File: config.mk
export PLATFORM = sky130hd
export DESIGN_NAME = rename_stage
export DESIGN_NICKNAME = d
export VERILOG_FILES = /design/src/verilog/proc_pkg.sv /design/src/verilog/rename_stage.sv
export VERILOG_INCLUDE_DIRS = /design/src /design/src/verilog
export SDC_FILE = /design/constraint.sdc
export NUM_CORES = 1
export LEC_CHECK = 0
export BUFFER_PORTS_ARGS = -buffer_cell sky130_fd_sc_hd__buf_4
export CAP_MARGIN = 20
export CORE_MARGIN = 2
export CORE_UTILIZATION = 40
export CTS_BUF_LIST = sky130_fd_sc_hd__clkbuf_8
export CTS_CLUSTER_DIAMETER = 80
export DETAILED_ROUTE_END_ITERATION = 8
export GPL_ROUTABILITY_DRIVEN = 1
export PLACE_DENSITY = 0.62
export SLEW_MARGIN = 20
export SYNTH_ARGS = -nofsm -noshare
export SYNTH_HDL_FRONTEND = slang
export SYNTH_SLANG_ARGS = --single-unit
File: constraint.sdc
create_clock -name clock -period 3.5 [get_ports clock]
set_input_delay 0.525 -clock clock [delete_from_list [all_inputs] [get_ports clock]]
set_output_delay 0.525 -clock clock [all_outputs]
set_load 0.03 [all_outputs]
File: src/verilog/proc_defs.svh
// processor core sizes and instruction encodings
// register file sizes, data width, operate format opcodes and function codes
`ifndef PROC_DEFS_SVH
`define PROC_DEFS_SVH

`define ARF_SIZE	32		// architectural registers
`define PRF_SIZE	64		// physical registers
`define ROB_SIZE	16		// reorder buffer entries
`define XLEN		64		// datapath width
`define ZERO_REG	5'd31	// reads as zero, never renamed

// operate format opcodes
`define OP_INTA		6'h10	// integer arithmetic
`define OP_INTL		6'h11	// integer logical

// function codes under INTA
`define FN_ADDQ		7'h20
`define FN_SUBQ		7'h29
// function codes under INTL
`define FN_AND		7'h00
`define FN_BIS		7'h20	// bitwise or
`define FN_XOR		7'h40
`endif

File: src/verilog/proc_pkg.sv
// processor core types
// the two views of an operate format word and the ALU operation codes
`default_nettype none

package proc_pkg;

	// register form, rb is the second source
	typedef struct packed {
		logic [5:0]	opcode;
		logic [4:0]	ra;
		logic [4:0]	rb;
		logic [2:0]	pad;		// should be zero
		logic		lit_flag;	// low in this form
		logic [6:0]	func;
		logic [4:0]	rc;			// destination
	} reg_view_t;

	// literal form, 8 bit literal replaces rb
	typedef struct packed {
		logic [5:0]	opcode;
		logic [4:0]	ra;
		logic [7:0]	literal;	// zero extended by ex
		logic		lit_flag;	// high in this form
		logic [6:0]	func;
		logic [4:0]	rc;
	} lit_view_t;

	typedef union packed {
		reg_view_t	reg_view;
		lit_view_t	lit_view;
	} alpha_inst_u;

	typedef enum logic [2:0] {ALU_ADD, ALU_SUB, ALU_AND, ALU_OR, ALU_XOR} alu_op_e;

endpackage

`default_nettype wire

File: src/verilog/rename_stage.sv
// rename stage
// maps architectural sources through the rename table, pops a free physical
// register for each real destination and takes back what the ROB retires;
// raises stall when the free list is empty or the ROB cannot take more
`timescale 1ns/1ps
`default_nettype none
`include "proc_defs.svh"

module rename_stage (
	input  wire								clock,
	input  wire								reset,
	input  wire								dec_valid,
	input  wire [$clog2(`ARF_SIZE)-1:0]		dec_ra,
	input  wire [$clog2(`ARF_SIZE)-1:0]		dec_rb,
	input  wire								dec_lit_flag,
	input  wire [7:0]						dec_literal,
	input  wire [$clog2(`ARF_SIZE)-1:0]		dec_rc,
	input  wire proc_pkg::alu_op_e			dec_op,
	input  wire								rob_full,
	input  wire								free_valid,		// rob hands a register back
	input  wire [$clog2(`PRF_SIZE)-1:0]		free_prn,
	output logic							stall,
	output logic [$clog2(`PRF_SIZE)-1:0]	src_a_prn,		// to prf read ports
	output logic [$clog2(`PRF_SIZE)-1:0]	src_b_prn,
	output logic							ren_valid,
	output proc_pkg::alu_op_e				ren_op,
	output logic [7:0]						ren_literal,
	output logic							ren_lit_flag,
	output logic							ren_src_a_zero,	// source is r31
	output logic							ren_src_b_zero,
	output logic [$clog2(`PRF_SIZE)-1:0]	ren_prn,		// new destination
	output logic [$clog2(`ARF_SIZE)-1:0]	ren_arn,
	output logic [$clog2(`PRF_SIZE)-1:0]	old_prn,		// freed when this commits
	output logic							rob_alloc
);
	localparam int FL_DEPTH = `PRF_SIZE - `ARF_SIZE;	// most registers ever free

	logic [$clog2(`PRF_SIZE)-1:0]	rat_q [`ARF_SIZE];		// arch to phys map
	logic [$clog2(`PRF_SIZE)-1:0]	fl_q [FL_DEPTH];		// free list ring
	logic [$clog2(FL_DEPTH)-1:0]	fl_head;				// next to pop
	logic [$clog2(FL_DEPTH)-1:0]	fl_tail;				// next push slot
	logic [$clog2(FL_DEPTH):0]		fl_count;
	logic							take;					// decoded inst moves in
	logic							fl_pop;

	assign stall     = (fl_count == 0) || rob_full;
	assign take      = dec_valid && !stall;
	assign fl_pop    = take && (dec_rc != `ZERO_REG);	// r31 writes get no register
	assign rob_alloc = ren_valid;

	////////////////////////////////////////////////////////////////////////////
	// rename table and free list
	always_ff @(posedge clock) begin
		if (reset) begin
			for (int i = 0; i < `ARF_SIZE; i++) begin
				rat_q[i] <= ($clog2(`PRF_SIZE))'(i);	// identity map
			end
			for (int i = 0; i < FL_DEPTH; i++) begin
				fl_q[i] <= ($clog2(`PRF_SIZE))'(`ARF_SIZE + i);	// 32..63 free
			end
			fl_head   <= '0;
			fl_tail   <= '0;	// ring full, tail wrapped onto head
			fl_count  <= ($clog2(FL_DEPTH)+1)'(FL_DEPTH);
			ren_valid <= 1'b0;
		end else begin
			if (fl_pop) begin
				rat_q[dec_rc] <= fl_q[fl_head];
				fl_head       <= fl_head + 1'b1;
			end
			if (free_valid) begin
				fl_q[fl_tail] <= free_prn;
				fl_tail       <= fl_tail + 1'b1;
			end
			fl_count  <= fl_count + ($clog2(FL_DEPTH)+1)'(free_valid)
			             - ($clog2(FL_DEPTH)+1)'(fl_pop);
			ren_valid <= take;	// bubble while stalled
		end
	end

	////////////////////////////////////////////////////////////////////////////
	// renamed instruction register
	always_ff @(posedge clock) begin
		if (take) begin
			src_a_prn      <= rat_q[dec_ra];	// old mapping, before own update
			src_b_prn      <= rat_q[dec_rb];
			ren_src_a_zero <= (dec_ra == `ZERO_REG);
			ren_src_b_zero <= (dec_rb == `ZERO_REG);
			ren_op         <= dec_op;
			ren_literal    <= dec_literal;
			ren_lit_flag   <= dec_lit_flag;
			ren_arn        <= dec_rc;
			old_prn        <= rat_q[dec_rc];
			ren_prn        <= fl_pop ? fl_q[fl_head] : rat_q[dec_rc];	// r31 stays on 31
		end
	end

	// the rob only hands back registers that rename once took out
	assert property (@(posedge clock) disable iff (reset)
		free_valid && !fl_pop |-> fl_count != FL_DEPTH)
		else $error("rename: push into a full free list");

endmodule

`default_nettype wire

==> results by group, run 1 <==
Synth
  – Most used DFF post-synth: edfxtp_1
  – Synth Area in Simple Gates: 0.130
  – Post-synthesis adder-cell area fraction: 0.00798
  – Fraction of registers with async set/reset: 0
  – Largest family of logic cells by synthesized area: multiplexers
  – Post-Syn Area: between 20000 and 25000 um^2
  – Synth Area in Compound Gates: 0.0294
  – Post-synth EDFFs: 427
  – Post-Synth XOR/XNOR Area: 0.00421
  – Area leader, netlist: edfxtp_1
  – Synth Register Bits: 449
  – Post-synthesis mux area share: 0.218
  – Synth unique cells: 46
  – Post-synthesis sequential area ratio: 0.579
  – Synth warnings: 0
  – Syn Inst Count: 1613
  – Synth Area per Inst: 14.2 um^2
  – Synth top area share: 0.560
  – Synth top area cells: edfxtp_1 56%, mux4_2 18%, nor2_1 3.0%, mux2i_1 2.9%, nand2_1 2.4%

Routing
  – Final ANT Viol Nets: 0
  – Routed Wire Length: roughly 64 mm
  – Vias/cell: 5.90
  – Iter 0 DRT Violations: approximately 1700
  – Routed vias: 14900
  – First drt pass iteration count: 6
  – Avg WL per Cell: between 20 and 30 um
  – DRC: 0

Critical path
  – Crit-path most repeated cell: mux4_2
  – CP Data Required Time: 3.90 ns
  – CP cell instances: buf_4 -> mux4_2 -> mux4_2 -> mux2i_4 -> buf_12 -> a21oi_1
  – Reg2Reg Depth: 6
  – Crit Path Class: reg2reg
  – Worst stage delay on the critical path: around 0.55 ns
  – Startpoint types: flip-flop
  – Critical path endpoint category: flip-flop
  – Worst R2R Setup Slack: 0.78 ns
  – Worst Path Max Fanout: 32
  – Worst r2r dst: ren_prn[5]$_DFFE_PP_
  – Slowest cell on the critical path: mux4_2
  – Worst endpoint data arrival time: around 3.1 ns

Power
  – Sequential power share: 0.497
  – Clock network power share: 0.370
  – Leakage: around 0.0082 uW
  – Switch share: 0.277
  – Net switching power: 3450 uW
  – Comb pwr share: 0.133
  – Power Internal: 9000 uW
  – Max IR drop VDD: between 0.2 and 0.3 mV
  – Power density over the cells: approximately 480 nW/um^2
  – Final Power: approximately 12000 uW

Layout
  – Ant. Diodes: 0
  – Commonest non-fill, non-tap cells in the layout: 427 x edfxtp_1, 186 x mux4_2, 182 x nor2_1, 144 x nand2_1, 125 x buf_4
  – Layout cell share with drive strength beyond 1: 0.273
  – Register area: around 13000 um^2
  – Final std cells w/o fill: ~2500
  – Layout Utilization: 0.461
  – Most common cell after layout, fill and taps aside: edfxtp_1
  – Fillers: about 4900
  – Area growth from synthesis to layout: 13.7%
  – Multi-input logic area: between 8000 and 9000 um^2
  – NumNets Final: ~1800

Clock network
  – CTS clk-pin slew, worst paths: 0.06 ns
  – Clock Latency Late Sink: between 0.6 and 0.7 ns
  – Post-CTS Setup Inserts: 0
  – Htree depth: 3
  – Root Buffer: clkbuf_8
  – CTS tree: built
  – Num CTS Buffers: 81
  – Post_cts resized: 0
  – Clock sink count: 449
  – Clk buf depth: 3

Timing
  – Pins Over Slew Limit: 0
  – Relative slew margins: 0.288
  – FMAX: around 370 MHz
  – Post-Route Setup TNS: 0 ns
  – Final Hold Viols: 0
  – Skew final: 0.0481 ns
  – Final setup vio count: 0
  – Unrepaired setup endpoints after global routing: false
  – Slew @ Worst Pin: roughly 1.1 ns
  – Final min period: about 2.7 ns
  – Period utilization: 0.777

Global routing
  – Largest net degree at the start of global routing: between 50 and 60
  – Initial antenna violation count: 0
  – Gr usage total: 0.217
  – Number of global-route vias before repair: between 15000 and 20000
  – Grt total ovfl: 0
  – First-pass GRT wire length: about 96 mm

Die
  – Standard-cell rows: 87
  – I/O pin cnt: 84
  – Initial core utilization: 0.405
  – Die area: 59200 um^2
  – Core area: around 56000 um^2
  – Die width: about 240 um
  – Die Span Y: 243 um

Min path
  – Hold path endpoint: ren_op[0]$_DFFE_PP_
  – HP Class: in2reg
  – WHS Path Cells: 1
  – Min-delay src: dec_op[0]

Placed design
  – Placed cell count: between 2000 and 2500
  – PortBufs: between 80 and 90
  – Hpwl dp: between 40 and 50 mm
  – Final GP Congestion: between 0.9 and 1

Status
  – Outcome: complete, no violations

Run
  – Max cap viols: 0
==> worst max path at each step <==
stage,endpoint,slack [ns],cells after the start
3_5_place_dp,fl_count[4]$_SDFF_PP0_,0.68,12
4_1_cts,ren_prn[5]$_DFFE_PP_,0.76,6
5_1_grt,fl_count[4]$_SDFF_PP0_,0.62,14
3_3_place_gp,fl_count[4]$_SDFF_PP0_,0.66,12
6_report,ren_prn[5]$_DFFE_PP_,0.78,6
2_1_floorplan,fl_count[4]$_SDFF_PP0_,0.14,13
==> registers in the layout (all words and copies together), names as in the netlist, 3 cells and up, named ones only <==
register     flops
fl_q           192
rat_q          192
ren_literal      8
fl_count         6
old_prn          6
ren_prn          6
src_a_prn        6
src_b_prn        6
fl_head          5
fl_tail          5
ren_arn          5
ren_op           3
==> cells by family (layout without fill, tap and decap cells) <==
group | after synthesis | after routing
simple gates | 612 | 612
other cells | 2 | 6
xor+xnor | 11 | 11
buf+inv | 164 | 314
mux | 260 | 260
compound gates | 101 | 101
fa+ha+maj | 14 | 14
flops | 449 | 449
==> layout make-up <==
class,count,share of cell area
repair buffers,149,0.0502
multi-input cells,1004,0.345
clock inverters,70,0.0142
clock buffers,81,0.0428
inverters,14,0.00202
well taps,756,0.0363
flip-flops and latches,449,0.509
==> synthesized netlist by cell type (4+ instances only) <==
library cell / number
buf_2: 31
nor2b_1: 6
mux2i_4: 5
or2_2: 36
or3_1: 62
o221ai_1: 10
nand2_1: 144
inv_1: 14
nand3b_1: 10
nor2_1: 183
and3b_1: 5
buf_4: 11
nor3_1: 43
a21oi_1: 20
mux4_2: 186
dfxtp_1: 22
nand4_1: 10
nand3_1: 30
nand2b_1: 36
o31a_1: 9
buf_1: 8
edfxtp_1: 427
ha_1: 13
o22ai_1: 11
xor2_1: 7
xnor2_1: 4
clkbuf_1: 98
mux2i_1: 66
and2_1: 37
a22oi_1: 24
o21ai_0: 21
==> timing repair <==
action                                  4_1_cts  5_1_grt
hold endpoints to repair                     11        0
endpoints found under the setup margin        0        0
hold buffers                                 11        0
==> power groups by stage <==
| stage | Clock, uW | Sequential [uW] | Combinational, uW |
|---|---|---|---|
| final | 4610 | 6180 | 1660 |
| after global routing | 4920 | 6200 | 1760 |
| after CTS | 4690 | 6180 | 1650 |
| after detailed placement | 0 | 6290 | 1640 |
| after global placement | 0 | 6280 | 1630 |
| after floorplan | 0 | 6320 | 1010 |
==> through the flow <==
step / hold slack, ns / worst slack, ns / area [um^2]
floorplan: 0.485 / 0.139 / 22900
global placement: 0.509 / 0.657 / 24500
detailed placement: 0.540 / 0.677 / 24500
CTS: 0.00227 / 0.765 / 26000
global route: 0.0167 / 0.622 / 26000
finish: 0.0405 / 0.779 / 26000
==> metal layers <==
metal	up-vias	track usage	wire, um
met5	-	0	0
met4	0	0.0801	2050
met3	133	0.0463	5530
met2	787	0.347	30500
met1	7590	0.293	25500
li1	6372	-	-
==> critical path, delay by kind of cell (launching register included) <==
family	cells	cell delay, ns
multiplexers	3	1.28
flip-flops	1	0.49
buffers and inverters	2	0.56
AO/OA/AOI/OAI	1	0.10
No activity file was read; power rests on OpenSTA's default activity.
==> run 2: changes to the inputs <==
PLACE_DENSITY = 0.6   (was 0.62)
clock period = 2.7 ns   (was 3.5 ns; I/O delays follow)
==> results by group, run 2 (synthesis results as in run 1) <==
Critical path
  – Worst Path Max Fanout: 32
  – Worst endpoint data arrival time: ~3 ns
  – Crit Path Class: reg2reg
  – Worst r2r dst: rat_q[1][0]$_SDFFCE_PN1P_
  – CP Data Required Time: 3.07 ns
  – Critical path endpoint category: flip-flop
  – Worst R2R Setup Slack: between 0.1 and 0.15 ns
  – Reg2Reg Depth: 6
  – Startpoint types: flip-flop

Timing
  – Post-Route Setup TNS: 0 ns
  – FMAX: about 390 MHz
  – Skew final: 0.0693 ns
  – Final Hold Viols: 0
  – Period utilization: 0.960
  – Final min period: 2.59 ns
  – Relative slew margins: 0.535
  – Final setup vio count: 0
  – Slew @ Worst Pin: slightly below 0.7 ns
  – Unrepaired setup endpoints after global routing: false
  – Pins Over Slew Limit: 0

Clock network
  – Clk buf depth: 3
  – Post-CTS Setup Inserts: 0
  – Htree depth: 3
  – Num CTS Buffers: 79
  – Clock sink count: between 400 and 500
  – CTS tree: built
  – Root Buffer: clkbuf_8
  – CTS clk-pin slew, worst paths: roughly 0.060 ns
  – Clock Latency Late Sink: 0.70 ns

Power
  – Max IR drop VDD: 0.389 mV
  – Power density over the cells: roughly 620 nW/um^2
  – Leakage: 0.00855 uW

Global routing
  – First-pass GRT wire length: between 90 and 100 mm
  – Most Crowded Layer GR: met2
  – Number of global-route vias before repair: ~15000
  – Grt met3 use: 0.0455
  – Initial antenna violation count: 1
  – GR Util met2: 0.353
  – Met1 Use GR: 0.299
  – Gr usage total: 0.222
  – Grt total ovfl: 0
  – Largest net degree at the start of global routing: 55

Layout
  – NumNets Final: around 1800
  – Most common cell after layout, fill and taps aside: edfxtp_1
  – Commonest non-fill, non-tap cells in the layout: 427 x edfxtp_1, 186 x mux4_2, 182 x nor2_1, 176 x buf_4, 144 x nand2_1
  – Layout Utilization: 0.474
  – Area growth from synthesis to layout: 17.0%
  – Layout cell share with drive strength beyond 1: 0.305
  – Largest regs: fl_q (192), rat_q (192), ren_literal (8)
  – Fillers: between 4000 and 5000

Die
  – Die Span Y: 243 um
  – Die width: approximately 240 um
  – Core area: 56500 um^2
  – I/O pin cnt: between 80 and 90
  – Standard-cell rows: 87
  – Initial core utilization: 0.405
  – Die area: around 59000 um^2

Placed design
  – PortBufs: between 80 and 90
  – Final GP Congestion: 0.975
  – Hpwl dp: 44.2 mm

Run
  – Max cap viols: 0

Min path
  – WHS Path Cells: 3
  – Hold path endpoint: fl_tail[0]$_SDFFE_PP0P_
  – HP Class: in2reg
  – Min-delay src: free_valid

Status
  – Outcome: complete, no violations

Routing
  – Routed vias: between 15000 and 20000
  – Routed Wire Length: roughly 65 mm
  – Iter 0 DRT Violations: approximately 1700
  – Avg WL per Cell: about 25 um
  – Vias/cell: a little under 6
  – Final ANT Viol Nets: 0
  – DRC: 0
  – First drt pass iteration count: 6
==> run 2: changes by cell type in the layout (fill, tap and decap cells not counted), moves of 2 or more <==
cell           previous run  this run
clkinv_1                 23        12
a21oi_1                  20        18
clkinv_8                  1         3
a21oi_2                   0         2
bufinv_16                 1         3
buf_12                   13        25
ha_1                     13        11
buf_4                   125       176
clkinvlp_4                5         3
inv_12                    0         2
dlygate4sd3_1            11        14
inv_8                     3         1
==> run 2: cell type report <==
| class | count | area [um^2] | share of cell area |
|---|---|---|---|
| flip-flops and latches | 449 | 13300 | 0.495 |
| multi-input cells | 1004 | 9030 | 0.337 |
| repair buffers | 215 | 1960 | 0.0732 |
| clock buffers | 82 | 1130 | 0.0421 |
| well taps | 756 | 946 | 0.0353 |
| clock inverters | 59 | 404 | 0.0151 |
| inverters | 14 | 52.6 | 0.00196 |
| diodes | 1 | 2.50 | 0.0000934 |
==> run 2: worst max-delay path: stages, from the launching register on <==
cell	delay, ns
dfxtp_4	0.40
buf_12	0.23
mux4_2	0.59
mux4_2	0.52
mux2i_4	0.18
buf_12	0.24
nand3_1	0.09
==> run 2: stage by stage <==
| stage | setup WS [ns] | hold WS, ns | cell area, um^2 | instances | power, uW |
|---|---|---|---|---|---|
| 2_1_floorplan | -0.0325 | 0.485 | 23000 | 1617 | 9540 |
| 5_1_grt | 0.000128 | 0.0806 | 26800 | 2579 | 17100 |
| 3_5_place_dp | 0.0357 | 0.539 | 25100 | 2424 | 10400 |
| 4_1_cts | 0.00560 | 0.0519 | 26800 | 2579 | 16600 |
| 6_report | 0.107 | 0.100 | 26800 | 2580 | 16500 |
| 3_3_place_gp | 0.0428 | 0.542 | 25100 | 2424 | 10400 |
==> run 2: layer usage <==
| metal | routed length [um] | part of all wire |
|---|---|---|
| met1 | 26500 | 0.41 |
| met2 | 30900 | 0.47 |
| met3 | 5430 | 0.083 |
| met4 | 2290 | 0.035 |
| met5 | 0 | 0 |
==> run 2: where the power goes <==
part | switching [uW] | internal (uW) | total, uW
Clock | 3060 | 3170 | 6230
Combinational | 1370 | 951 | 2330
Sequential | 131 | 7860 | 7990
Total | 4560 | 12000 | 16500
==> run 2: how the worst max path moves through the flow <==
| stage | startpoint | to | depth (start not counted) | slack [ns] |
|---|---|---|---|---|
| after CTS | fl_count[4]$_SDFF_PP0_ | stall | 6 | 0.006 |
| after detailed placement | dec_rc[2] | fl_count[5]$_SDFF_PP1_ | 11 | 0.04 |
| after global placement | dec_rc[2] | fl_count[4]$_SDFF_PP0_ | 12 | 0.04 |
| final | flip-flop | rat_q[1][0]$_SDFFCE_PN1P_ | 6 | 0.11 |
| after global routing | flip-flop | rat_q[2][1]$_SDFFCE_PN1P_ | 6 | 0.0001 |
| after floorplan | dec_rc[0] | fl_count[4]$_SDFF_PP0_ | 13 | -0.03 |
==> run 2: repair_timing <==
| item | in CTS | in global routing |
|---|---|---|
| setup endpoints to repair | 0 | 8 |
| resized for setup | 0 | 1 |
| hold buffers | 14 | 0 |
| hold endpoints to repair | 14 | 0 |
